[config.mk]
export PLATFORM = sky130hd
export DESIGN_NAME = core_pipeline
export DESIGN_NICKNAME = d
export VERILOG_FILES = /design/src/verilog/core_pkg.sv /design/src/verilog/fetch.sv /design/src/verilog/inst_queue.sv /design/src/verilog/decoder.sv /design/src/verilog/dispatch.sv /design/src/verilog/execute.sv /design/src/verilog/core_debug.sv /design/src/verilog/core_pipeline.sv
export SDC_FILE = /design/constraint.sdc
export NUM_CORES = 2
export LEC_CHECK = 0
export ABC_CLOCK_PERIOD_IN_PS = 16400
export BUFFER_PORTS_ARGS = -buffer_cell sky130_fd_sc_hd__buf_2
export CORE_ASPECT_RATIO = 0.9
export CORE_UTILIZATION = 25
export DETAILED_ROUTE_END_ITERATION = 16
export PLACE_DENSITY = 0.37
export REMOVE_ABC_BUFFERS = 1
export SLEW_MARGIN = 20
export SYNTH_ARGS = -nofsm -noshare
export SYNTH_HDL_FRONTEND = slang
export SYNTH_SLANG_ARGS = --single-unit
[constraint.sdc]
create_clock -name clock -period 16.4 [get_ports clock]
set_clock_uncertainty 0.05 [all_clocks]
set_input_delay 3.28 -clock clock [delete_from_list [all_inputs] [get_ports clock]]
set_output_delay 3.28 -clock clock [all_outputs]
set_load 0.03 [all_outputs]
[src/verilog/core_pkg.sv]
// Shared widths, opcode and debug command encodings, and instruction field positions
// for the core pipeline. Every stage refers to these by scoped name.
`default_nettype none

package core_pkg;

	typedef logic [31:0] word_t;
	typedef logic [31:0] addr_t;
	typedef logic [4:0] reg_idx_t;
	typedef logic [15:0] imm_t;

	localparam int NUM_GR = 32;

	// Byte step between two instructions
	localparam int INST_BYTES = 4;

	typedef enum logic [5:0] {
		OP_NOP  = 6'h00,
		OP_ADD  = 6'h01,
		OP_SUB  = 6'h02,
		OP_AND  = 6'h03,
		OP_OR   = 6'h04,
		OP_XOR  = 6'h05,
		OP_SHL  = 6'h06,
		OP_SHR  = 6'h07,
		OP_ADDI = 6'h08,
		OP_LUI  = 6'h09,
		OP_BR   = 6'h0a
	} op_t;

	// Field positions with the immediate in the low half
	localparam int OP_MSB   = 31;
	localparam int DEST_LSB = 21;
	localparam int SRC0_LSB = 16;
	localparam int SRC1_LSB = 11;

	typedef enum logic [3:0] {
		DBG_NOP     = 4'h0,
		DBG_READ_GR = 4'h1
	} debug_cmd_t;

endpackage

`default_nettype wire

[src/verilog/fetch.sv]
// Instruction fetch. Issues in-order requests to instruction memory while the queue has
// room, tags returned words with their PC and drops words that a branch made stale.
`timescale 1ns/1ps
`default_nettype none

module fetch #(
	parameter int INST_QUEUE_DEPTH = 4,
	parameter core_pkg::addr_t RESET_PC = '0,
	localparam int CNT_W = $clog2(INST_QUEUE_DEPTH + 1)
) (
	input wire logic clock,
	input wire logic arst_n,
	input wire logic flush,
	input wire core_pkg::addr_t flush_pc,
	output logic inst_fetch_req,
	input wire logic inst_fetch_ready,
	output core_pkg::addr_t inst_fetch_addr,
	input wire logic inst_valid,
	input wire core_pkg::word_t inst_data,
	input wire logic [CNT_W-1:0] queue_count,
	output logic fetch_valid,
	output core_pkg::word_t fetch_inst,
	output core_pkg::addr_t fetch_pc
);
	core_pkg::addr_t pc;
	core_pkg::addr_t resp_pc;
	logic [CNT_W-1:0] outstanding;
	logic [CNT_W-1:0] outstanding_next;
	logic [CNT_W-1:0] discard;
	logic [CNT_W:0] in_flight;
	logic accept;
	logic hold;
	logic credit;

	assign accept = inst_fetch_req && inst_fetch_ready;
	assign hold = inst_fetch_req && !inst_fetch_ready;
	assign outstanding_next = outstanding + CNT_W'(accept) - CNT_W'(inst_valid);

	// Queue slots already spoken for by the open request, owed responses and queued words
	assign in_flight = (CNT_W + 1)'(outstanding) + (CNT_W + 1)'(queue_count)
		+ (CNT_W + 1)'(inst_fetch_req);
	assign credit = in_flight < (CNT_W + 1)'(INST_QUEUE_DEPTH);

	// A word arriving with the flush is stale as well
	assign fetch_valid = inst_valid && (discard == '0) && !flush;
	assign fetch_inst = inst_data;
	assign fetch_pc = resp_pc;

	// Request side keeps a waiting request and its address even across a flush
	always_ff @(posedge clock or negedge arst_n) begin
		if (!arst_n) begin
			inst_fetch_req <= 1'b0;
			inst_fetch_addr <= RESET_PC;
			pc <= RESET_PC;
			outstanding <= '0;
		end else begin
			outstanding <= outstanding_next;
			if (!hold) begin
				inst_fetch_req <= !flush && credit;
				if (!flush && credit) begin
					inst_fetch_addr <= pc;
					pc <= pc + core_pkg::addr_t'(core_pkg::INST_BYTES);
				end
			end
			if (flush)
				pc <= flush_pc;
		end
	end

	// Response side
	always_ff @(posedge clock or negedge arst_n) begin
		if (!arst_n) begin
			resp_pc <= RESET_PC;
			discard <= '0;
		end else if (flush) begin
			resp_pc <= flush_pc;
			discard <= outstanding_next + CNT_W'(hold);
		end else begin
			if (fetch_valid)
				resp_pc <= resp_pc + core_pkg::addr_t'(core_pkg::INST_BYTES);
			if (inst_valid && discard != '0)
				discard <= discard - 1'b1;
		end
	end

endmodule

`default_nettype wire

[src/verilog/inst_queue.sv]
// Instruction queue between fetch and decode. Circular FIFO of words with their PCs,
// emptied by a branch flush.
`timescale 1ns/1ps
`default_nettype none

module inst_queue #(
	parameter int INST_QUEUE_DEPTH = 4,
	localparam int CNT_W = $clog2(INST_QUEUE_DEPTH + 1),
	localparam int PTR_W = (INST_QUEUE_DEPTH > 1) ? $clog2(INST_QUEUE_DEPTH) : 1
) (
	input wire logic clock,
	input wire logic arst_n,
	input wire logic flush,
	input wire logic fetch_valid,
	input wire core_pkg::word_t fetch_inst,
	input wire core_pkg::addr_t fetch_pc,
	output logic [CNT_W-1:0] queue_count,
	output logic q_valid,
	input wire logic q_ready,
	output core_pkg::word_t q_inst,
	output core_pkg::addr_t q_pc
);
	core_pkg::word_t inst_mem [INST_QUEUE_DEPTH];
	core_pkg::addr_t pc_mem [INST_QUEUE_DEPTH];
	logic [PTR_W-1:0] wr_ptr;
	logic [PTR_W-1:0] rd_ptr;
	logic pop;

	function automatic logic [PTR_W-1:0] ptr_inc(input logic [PTR_W-1:0] ptr);
		if (ptr == PTR_W'(INST_QUEUE_DEPTH - 1))
			return '0;
		return ptr + 1'b1;
	endfunction

	assign q_valid = queue_count != '0;
	assign q_inst = inst_mem[rd_ptr];
	assign q_pc = pc_mem[rd_ptr];
	assign pop = q_valid && q_ready;

	always_ff @(posedge clock) begin
		if (fetch_valid) begin
			inst_mem[wr_ptr] <= fetch_inst;
			pc_mem[wr_ptr] <= fetch_pc;
		end
	end

	always_ff @(posedge clock or negedge arst_n) begin
		if (!arst_n) begin
			wr_ptr <= '0;
			rd_ptr <= '0;
			queue_count <= '0;
		end else if (flush) begin
			wr_ptr <= '0;
			rd_ptr <= '0;
			queue_count <= '0;
		end else begin
			// Fetch credit keeps a push from landing on a full queue
			if (fetch_valid)
				wr_ptr <= ptr_inc(wr_ptr);
			if (pop)
				rd_ptr <= ptr_inc(rd_ptr);
			queue_count <= queue_count + CNT_W'(fetch_valid) - CNT_W'(pop);
		end
	end

endmodule

`default_nettype wire

[src/verilog/decoder.sv]
// Decode stage. Registers one instruction word split into opcode, register indexes,
// immediate and PC; unknown opcodes become NOP.
`timescale 1ns/1ps
`default_nettype none

module decoder (
	input wire logic clock,
	input wire logic arst_n,
	input wire logic flush,
	input wire logic q_valid,
	output logic q_ready,
	input wire core_pkg::word_t q_inst,
	input wire core_pkg::addr_t q_pc,
	output logic dec_valid,
	input wire logic dec_ready,
	output core_pkg::op_t dec_op,
	output core_pkg::reg_idx_t dec_dest,
	output core_pkg::reg_idx_t dec_src0,
	output core_pkg::reg_idx_t dec_src1,
	output core_pkg::imm_t dec_imm,
	output core_pkg::addr_t dec_pc
);
	logic load;

	function automatic core_pkg::op_t decode_op(input logic [5:0] code);
		case (code)
			core_pkg::OP_ADD, core_pkg::OP_SUB, core_pkg::OP_AND, core_pkg::OP_OR,
			core_pkg::OP_XOR, core_pkg::OP_SHL, core_pkg::OP_SHR, core_pkg::OP_ADDI,
			core_pkg::OP_LUI, core_pkg::OP_BR:
				return core_pkg::op_t'(code);
			default:
				return core_pkg::OP_NOP;
		endcase
	endfunction

	// Stage is free when empty or draining this cycle
	assign q_ready = !dec_valid || dec_ready;
	assign load = q_valid && q_ready;

	always_ff @(posedge clock or negedge arst_n) begin
		if (!arst_n)
			dec_valid <= 1'b0;
		else if (flush)
			dec_valid <= 1'b0;
		else if (q_ready)
			dec_valid <= q_valid;
	end

	always_ff @(posedge clock) begin
		if (load) begin
			dec_op <= decode_op(q_inst[core_pkg::OP_MSB -: $bits(core_pkg::op_t)]);
			dec_dest <= q_inst[core_pkg::DEST_LSB +: $bits(core_pkg::reg_idx_t)];
			dec_src0 <= q_inst[core_pkg::SRC0_LSB +: $bits(core_pkg::reg_idx_t)];
			dec_src1 <= q_inst[core_pkg::SRC1_LSB +: $bits(core_pkg::reg_idx_t)];
			dec_imm <= q_inst[$bits(core_pkg::imm_t)-1:0];
			dec_pc <= q_pc;
		end
	end

endmodule

`default_nettype wire

[src/verilog/dispatch.sv]
// Dispatch stage with the general register file and a busy bit per register.
// Holds back an instruction until its sources are written, then reads its operands.
`timescale 1ns/1ps
`default_nettype none

module dispatch (
	input wire logic clock,
	input wire logic arst_n,
	input wire logic flush,
	input wire logic dec_valid,
	output logic dec_ready,
	input wire core_pkg::op_t dec_op,
	input wire core_pkg::reg_idx_t dec_dest,
	input wire core_pkg::reg_idx_t dec_src0,
	input wire core_pkg::reg_idx_t dec_src1,
	input wire core_pkg::imm_t dec_imm,
	input wire core_pkg::addr_t dec_pc,
	output logic iss_valid,
	input wire logic iss_ready,
	output core_pkg::op_t iss_op,
	output core_pkg::reg_idx_t iss_dest,
	output core_pkg::word_t iss_a,
	output core_pkg::word_t iss_b,
	output core_pkg::imm_t iss_imm,
	output core_pkg::addr_t iss_pc,
	input wire logic wb_valid,
	input wire core_pkg::reg_idx_t wb_dest,
	input wire core_pkg::word_t wb_data,
	input wire core_pkg::reg_idx_t dbg_rd_idx,
	output core_pkg::word_t dbg_rd_data
);
	core_pkg::word_t regs [core_pkg::NUM_GR];
	logic [core_pkg::NUM_GR-1:0] busy;
	logic use_src0;
	logic use_src1;
	logic held_writes;
	logic hazard;
	logic accept;

	function automatic logic writes_dest(input core_pkg::op_t op);
		return !(op == core_pkg::OP_NOP || op == core_pkg::OP_BR);
	endfunction

	// Which source fields the incoming opcode reads
	always_comb begin
		use_src0 = 1'b0;
		use_src1 = 1'b0;
		case (dec_op)
			core_pkg::OP_ADD, core_pkg::OP_SUB, core_pkg::OP_AND, core_pkg::OP_OR,
			core_pkg::OP_XOR, core_pkg::OP_SHL, core_pkg::OP_SHR: begin
				use_src0 = 1'b1;
				use_src1 = 1'b1;
			end
			core_pkg::OP_ADDI: use_src0 = 1'b1;
			default: ;
		endcase
	end

	// The held instruction has not marked its destination busy yet
	assign held_writes = iss_valid && writes_dest(iss_op);
	assign hazard = (use_src0 && (busy[dec_src0] || (held_writes && iss_dest == dec_src0)))
		|| (use_src1 && (busy[dec_src1] || (held_writes && iss_dest == dec_src1)));

	assign dec_ready = !flush && (!iss_valid || iss_ready) && !hazard;
	assign accept = dec_valid && dec_ready;
	assign dbg_rd_data = regs[dbg_rd_idx];

	always_ff @(posedge clock or negedge arst_n) begin
		if (!arst_n) begin
			for (int i = 0; i < core_pkg::NUM_GR; i++)
				regs[i] <= '0;
			busy <= '0;
		end else begin
			if (wb_valid) begin
				regs[wb_dest] <= wb_data;
				busy[wb_dest] <= 1'b0;
			end
			// Set after clear so a new writer of the same register wins
			if (iss_valid && iss_ready && writes_dest(iss_op))
				busy[iss_dest] <= 1'b1;
		end
	end

	always_ff @(posedge clock or negedge arst_n) begin
		if (!arst_n)
			iss_valid <= 1'b0;
		else if (flush)
			iss_valid <= 1'b0;
		else if (!iss_valid || iss_ready)
			iss_valid <= accept;
	end

	always_ff @(posedge clock) begin
		if (accept) begin
			iss_op <= dec_op;
			iss_dest <= dec_dest;
			iss_a <= regs[dec_src0];
			iss_b <= regs[dec_src1];
			iss_imm <= dec_imm;
			iss_pc <= dec_pc;
		end
	end

endmodule

`default_nettype wire

[src/verilog/execute.sv]
// Execute stage. One-cycle ALU into the writeback register; a branch here
// redirects fetch and clears the front of the pipeline for one cycle.
`timescale 1ns/1ps
`default_nettype none

module execute (
	input wire logic clock,
	input wire logic arst_n,
	input wire logic iss_valid,
	output logic iss_ready,
	input wire core_pkg::op_t iss_op,
	input wire core_pkg::reg_idx_t iss_dest,
	input wire core_pkg::word_t iss_a,
	input wire core_pkg::word_t iss_b,
	input wire core_pkg::imm_t iss_imm,
	input wire core_pkg::addr_t iss_pc,
	output logic wb_valid,
	output core_pkg::reg_idx_t wb_dest,
	output core_pkg::word_t wb_data,
	output logic flush,
	output core_pkg::addr_t flush_pc
);
	core_pkg::word_t imm_sext;
	core_pkg::word_t result;
	core_pkg::addr_t target;
	logic take;

	assign iss_ready = !flush;
	assign take = iss_valid && iss_ready;
	assign imm_sext = core_pkg::word_t'($signed(iss_imm));
	assign target = iss_pc + core_pkg::addr_t'(imm_sext * core_pkg::INST_BYTES);

	always_comb begin
		case (iss_op)
			core_pkg::OP_ADD:  result = iss_a + iss_b;
			core_pkg::OP_SUB:  result = iss_a - iss_b;
			core_pkg::OP_AND:  result = iss_a & iss_b;
			core_pkg::OP_OR:   result = iss_a | iss_b;
			core_pkg::OP_XOR:  result = iss_a ^ iss_b;
			core_pkg::OP_SHL:  result = iss_a << iss_b[4:0];
			core_pkg::OP_SHR:  result = iss_a >> iss_b[4:0];
			core_pkg::OP_ADDI: result = iss_a + imm_sext;
			core_pkg::OP_LUI:  result = {iss_imm, 16'h0000};
			default:           result = '0;
		endcase
	end

	always_ff @(posedge clock or negedge arst_n) begin
		if (!arst_n) begin
			wb_valid <= 1'b0;
			flush <= 1'b0;
		end else begin
			wb_valid <= take && iss_op != core_pkg::OP_NOP && iss_op != core_pkg::OP_BR;
			flush <= take && iss_op == core_pkg::OP_BR;
		end
	end

	always_ff @(posedge clock) begin
		if (take) begin
			wb_dest <= iss_dest;
			wb_data <= result;
			flush_pc <= target;
		end
	end

endmodule

`default_nettype wire

[src/verilog/core_debug.sv]
// Debug command decoder. Answers each command one cycle later with register data,
// zero for a NOP, or an error for a bad target or command.
`timescale 1ns/1ps
`default_nettype none

module core_debug (
	input wire logic clock,
	input wire logic arst_n,
	input wire logic dbg_cmd_valid,
	input wire core_pkg::debug_cmd_t dbg_cmd,
	input wire logic [7:0] dbg_target,
	output core_pkg::reg_idx_t dbg_rd_idx,
	input wire core_pkg::word_t dbg_rd_data,
	output logic dbg_resp_valid,
	output logic dbg_resp_error,
	output core_pkg::word_t dbg_resp_data
);
	assign dbg_rd_idx = dbg_target[$bits(core_pkg::reg_idx_t)-1:0];

	always_ff @(posedge clock or negedge arst_n) begin
		if (!arst_n) begin
			dbg_resp_valid <= 1'b0;
			dbg_resp_error <= 1'b0;
			dbg_resp_data <= '0;
		end else begin
			dbg_resp_valid <= dbg_cmd_valid;
			dbg_resp_error <= 1'b0;
			dbg_resp_data <= '0;
			if (dbg_cmd_valid) begin
				case (dbg_cmd)
					core_pkg::DBG_READ_GR: begin
						if (dbg_target < core_pkg::NUM_GR)
							dbg_resp_data <= dbg_rd_data;
						else
							dbg_resp_error <= 1'b1;
					end
					core_pkg::DBG_NOP: ;
					default: dbg_resp_error <= 1'b1;
				endcase
			end
		end
	end

endmodule

`default_nettype wire

[src/verilog/core_pipeline.sv]
// Top level of the in-order core: fetch, instruction queue, decoder, dispatch and execute,
// plus the debug command port for reading general registers.
`timescale 1ns/1ps
`default_nettype none

module core_pipeline #(
	parameter int INST_QUEUE_DEPTH = 4,
	parameter core_pkg::addr_t RESET_PC = '0,
	localparam int CNT_W = $clog2(INST_QUEUE_DEPTH + 1)
) (
	input wire logic clock,
	input wire logic arst_n,
	// Instruction memory
	output logic inst_fetch_req,
	input wire logic inst_fetch_ready,
	output core_pkg::addr_t inst_fetch_addr,
	input wire logic inst_valid,
	input wire core_pkg::word_t inst_data,
	// Debug commands
	input wire logic dbg_cmd_valid,
	input wire core_pkg::debug_cmd_t dbg_cmd,
	input wire logic [7:0] dbg_target,
	output logic dbg_resp_valid,
	output logic dbg_resp_error,
	output core_pkg::word_t dbg_resp_data
);
	// Fetch to queue
	logic fetch_valid;
	core_pkg::word_t fetch_inst;
	core_pkg::addr_t fetch_pc;
	logic [CNT_W-1:0] queue_count;

	// Queue to decoder
	logic q_valid;
	logic q_ready;
	core_pkg::word_t q_inst;
	core_pkg::addr_t q_pc;

	// Decoder to dispatch
	logic dec_valid;
	logic dec_ready;
	core_pkg::op_t dec_op;
	core_pkg::reg_idx_t dec_dest;
	core_pkg::reg_idx_t dec_src0;
	core_pkg::reg_idx_t dec_src1;
	core_pkg::imm_t dec_imm;
	core_pkg::addr_t dec_pc;

	// Dispatch to execute
	logic iss_valid;
	logic iss_ready;
	core_pkg::op_t iss_op;
	core_pkg::reg_idx_t iss_dest;
	core_pkg::word_t iss_a;
	core_pkg::word_t iss_b;
	core_pkg::imm_t iss_imm;
	core_pkg::addr_t iss_pc;

	// Writeback and branch redirect
	logic wb_valid;
	core_pkg::reg_idx_t wb_dest;
	core_pkg::word_t wb_data;
	logic flush;
	core_pkg::addr_t flush_pc;

	// Debug register read
	core_pkg::reg_idx_t dbg_rd_idx;
	core_pkg::word_t dbg_rd_data;

	fetch #(
		.INST_QUEUE_DEPTH(INST_QUEUE_DEPTH),
		.RESET_PC(RESET_PC)
	) u_fetch (.*);

	inst_queue #(
		.INST_QUEUE_DEPTH(INST_QUEUE_DEPTH)
	) u_inst_queue (.*);

	decoder u_decoder (.*);

	dispatch u_dispatch (.*);

	execute u_execute (.*);

	core_debug u_core_debug (.*);

endmodule

`default_nettype wire

==> run metrics <==
die span in x=654.5 um; vias in the first global route=63390; Fmax=0.1740 GHz; # IOs=116; most numerous cell in the Yosys netlist=dfrtp_1; Critical-path top delay cell=edfxtp_1; synth top area cells=dfrtp_1 31%, mux4_2 25%, edfxtp_1 16%, mux2_2 14%, ha_1 2.0%; Post-DP HPWL=224900 um; Congestion Overflow GR=0; via density per instance=5.265; slack of the critical path=10650 ps; Net Sw Power=8589 uW; FP Rows=215; DRT Pass-1 Iters=12; post-synthesis area per instance=15.37 um^2; Clk Latency, worst-skew pair=930 ps; H-tree Lvls=4; initial DRC count=4933; critical path capture point type=flip-flop; drt total wl=368000 um; Arrival @ worst endpoint=6330 ps; Num CTS Buffers=210; DRC Markers=8; Post-CTS Setup Bufs=0; die area=0.3856 mm^2; nets@finish=6413; Starting Density=0.2513; die height=589.2 um; # resized after CTS=0; Yosys reg bits=1716; Total GRT Usage=0.1894; CTS tree=done; Tmin final=5747 ps; Max-cap violations=0; actual slew at the worst max-slew pin=1171 ps; max-slew violation count=0; Slew HR=0.2191; initial antenna violation count=17; PortBufs=115; Tot Pwr=21750 uW; most instantiated cells after synthesis=1204 x dfrtp_1, 1155 x mux2_2, 1050 x mux4_2; Worst-path clk slew=60 ps; delay-heaviest family, CP=compound AO/OA/AOI/OAI gates; first-pass GRT wire length=521200 um; worst path required time=16980 ps; Final Hold Fails=0; Routed wire per std cell=32.05 um; asr flop ratio synth=0.7016; cells after synthesis=6233; Pleak=0.04400 uW; Worst Path Max Fanout=37; Setup violations, final=0; Fillers=38050; run status=complete, but fails checks; Peak VDD IR=0.0002078 V; ys flop type=dfrtp_1; failing checks=design-rule violations; global placement routability congestion=0.9351; flop-to-flop setup slack=10650 ps; Area Overhead vs Synth=14.86%; unrepaired setup endpoints after global routing=false; worst stage delay on the critical path=620 ps; Core Util, Final=0.2886; Pwr Density=197.7 mW/mm^2; CP Buf/Inv Count=2; Sw Ratio=0.3949; Crit Path Class=reg -> reg; part of the power in registers=0.345; dominant cell type by area after synthesis=dfrtp_1; Cell Area, Synth=0.09579 mm^2; Yosys warning total=0; Root Buffer=clkbuf_16; Yosys top cell area share=0.3145; # hold bufs at CTS=0; crit-path cells=nor4_1 -> buf_4 -> nand2_1 -> buf_4 -> nand2_1 -> o21ai_0 -> fa_1 -> a21o_1 -> a21oi_1 -> o21ai_0 -> a41oi_1 -> o31ai_1 -> a211o_1 -> a211oi_1 -> mux2i_1 -> o211ai_1; Setup crit start kind=flip-flop; core footprint=0.3812 mm^2; clock sinks=1716; Seq/Total Area, Yosys=0.4750; Pint=13160 uW; clk buf depth=4; Hold/Removal Path Class=reg -> reg; via count=60450; share of cells above drive strength 1=0.4548; Comb power frac=0.434; Post-synth EDFFs=512; largest net degree at the start of global routing=163; number of routed nets with antenna violations=0; fin crit share=0.3504; Setup Total Neg Slack=0 ps; pre-CTS setup slack=9767 ps; Clock Power Share=0.221; post-synth cell types=75
[final timing paths]
kind / endpoint / cells past startpoint / startpoint
worst max register to register: u_execute.wb_data[30] / 16 / u_dispatch.iss_op[0]
worst min-delay path: u_dispatch.iss_dest[4] / 0 / u_decoder.dec_dest[4]
worst min register to register: u_dispatch.iss_dest[4] / 0 / u_decoder.dec_dest[4]
worst max-delay path: u_execute.wb_data[30] / 16 / u_dispatch.iss_op[0]
min in group asynchronous: u_fetch.pc[28] / 1 / arst_n
max in group asynchronous: u_dispatch.regs[234] / 4 / arst_n
[metal layers]
| layer | wire (um) | part of all wire | up-vias | track usage |
|---|---|---|---|---|
| li1 | - | - | 24750 | - |
| met1 | 169800 | 0.46 | 33480 | 0.2717 |
| met2 | 169900 | 0.46 | 1750 | 0.2984 |
| met3 | 17500 | 0.048 | 461 | 0.02684 |
| met4 | 10690 | 0.029 | 4 | 0.05156 |
| met5 | 25 | 0.000068 | - | 0 |
[per-stage QoR]
step,instance area (um^2),hold WS (ps),instances
global route,110000,361.8,11480
CTS,109700,356.7,11460
floorplan,93720,350.3,5696
finish,110000,344.2,11480
global placement,102300,351.0,11060
detailed placement,102700,354.5,11080
[cell type report]
cell class | count | area [um^2] | share of cell area
Antenna cell | 5 | 12.51 | 0.0001137
Clock buffer | 302 | 6103 | 0.05547
Clock inverter | 82 | 945.9 | 0.008597
Inverter | 108 | 406.6 | 0.003696
Multi-Input combinational cell | 3872 | 48150 | 0.4376
Sequential cell | 1716 | 45510 | 0.4136
Tap cell | 5099 | 6380 | 0.05799
Timing Repair Buffer | 297 | 2516 | 0.02287
[cell families (layout without fill, tap and decap cells)]
family          Yosys count  count (layout)  synth area share
flops                  1716            1716            0.4750
xor+xnor                123             123           0.01125
fa+ha+maj               159             159           0.02108
other cells               1               7        0.00003915
compound gates          602             602           0.04018
buf+inv                 646             789           0.02586
simple gates            683             683           0.03366
mux                    2303            2303            0.3929
[power by group through the flow]
stage | registers (uW) | logic (uW) | clock network [uW]
6_report | 7510 | 9430 | 4810
5_1_grt | 7710 | 10000 | 5120
4_1_cts | 7580 | 9400 | 4970
3_5_place_dp | 7650 | 9360 | 0
3_3_place_gp | 7700 | 9210 | 0
2_1_floorplan | 7750 | 6170 | 0
[state kept, by name, indices dropped and copies added, names as in the netlist, 15 cells and up]
signal,count
u_dispatch.iss_pc,32
u_dispatch.busy,32
u_execute.flush_pc,32
u_fetch.fetch_pc,32
u_dispatch.iss_b,32
u_dispatch.regs,1024
u_fetch.pc,32
u_decoder.dec_imm,15
u_dispatch.iss_a,32
u_core_debug.dbg_resp_data,32
u_inst_queue.pc_mem,128
u_decoder.dec_pc,32
u_dispatch.iss_imm,16
u_execute.wb_data,32
u_inst_queue.inst_mem,128
u_fetch.inst_fetch_addr,32
[cells in the final DEF, fill, tap and decap left out, types with 13 or more instances in the layout]
| cell | netlist | layout |
|---|---|---|
| a221o_1 | 18 | 18 |
| a31oi_1 | 13 | 13 |
| mux2i_1 | 98 | 98 |
| nand2_1 | 204 | 188 |
| clkbuf_16 | 0 | 212 |
| inv_1 | 106 | 105 |
| buf_12 | 0 | 16 |
| o211ai_1 | 32 | 32 |
| nand2b_1 | 19 | 19 |
| xnor2_1 | 68 | 68 |
| nor3_1 | 54 | 51 |
| buf_8 | 0 | 25 |
| dfrtp_1 | 1204 | 1202 |
| xor2_1 | 55 | 55 |
| nor2_4 | 0 | 17 |
| clkinv_2 | 0 | 39 |
| edfxtp_1 | 512 | 512 |
| nand3_1 | 49 | 49 |
| clkbuf_8 | 0 | 46 |
| a21oi_1 | 135 | 135 |
| buf_2 | 36 | 109 |
| nand4_1 | 30 | 30 |
| a211oi_1 | 18 | 18 |
| nor2b_1 | 14 | 13 |
| o22ai_1 | 17 | 17 |
| nor2_1 | 210 | 193 |
| ha_1 | 155 | 155 |
| o21a_1 | 13 | 13 |
| and3_1 | 26 | 22 |
| buf_4 | 0 | 136 |
| o21ai_0 | 187 | 186 |
| a22oi_1 | 28 | 28 |
| mux4_2 | 1050 | 1050 |
| nand2_4 | 0 | 14 |
| mux2_2 | 1155 | 1155 |
| clkbuf_1 | 385 | 44 |
| a21o_1 | 31 | 31 |
| a221oi_1 | 25 | 25 |
Power figures use the tool's default switching activity.
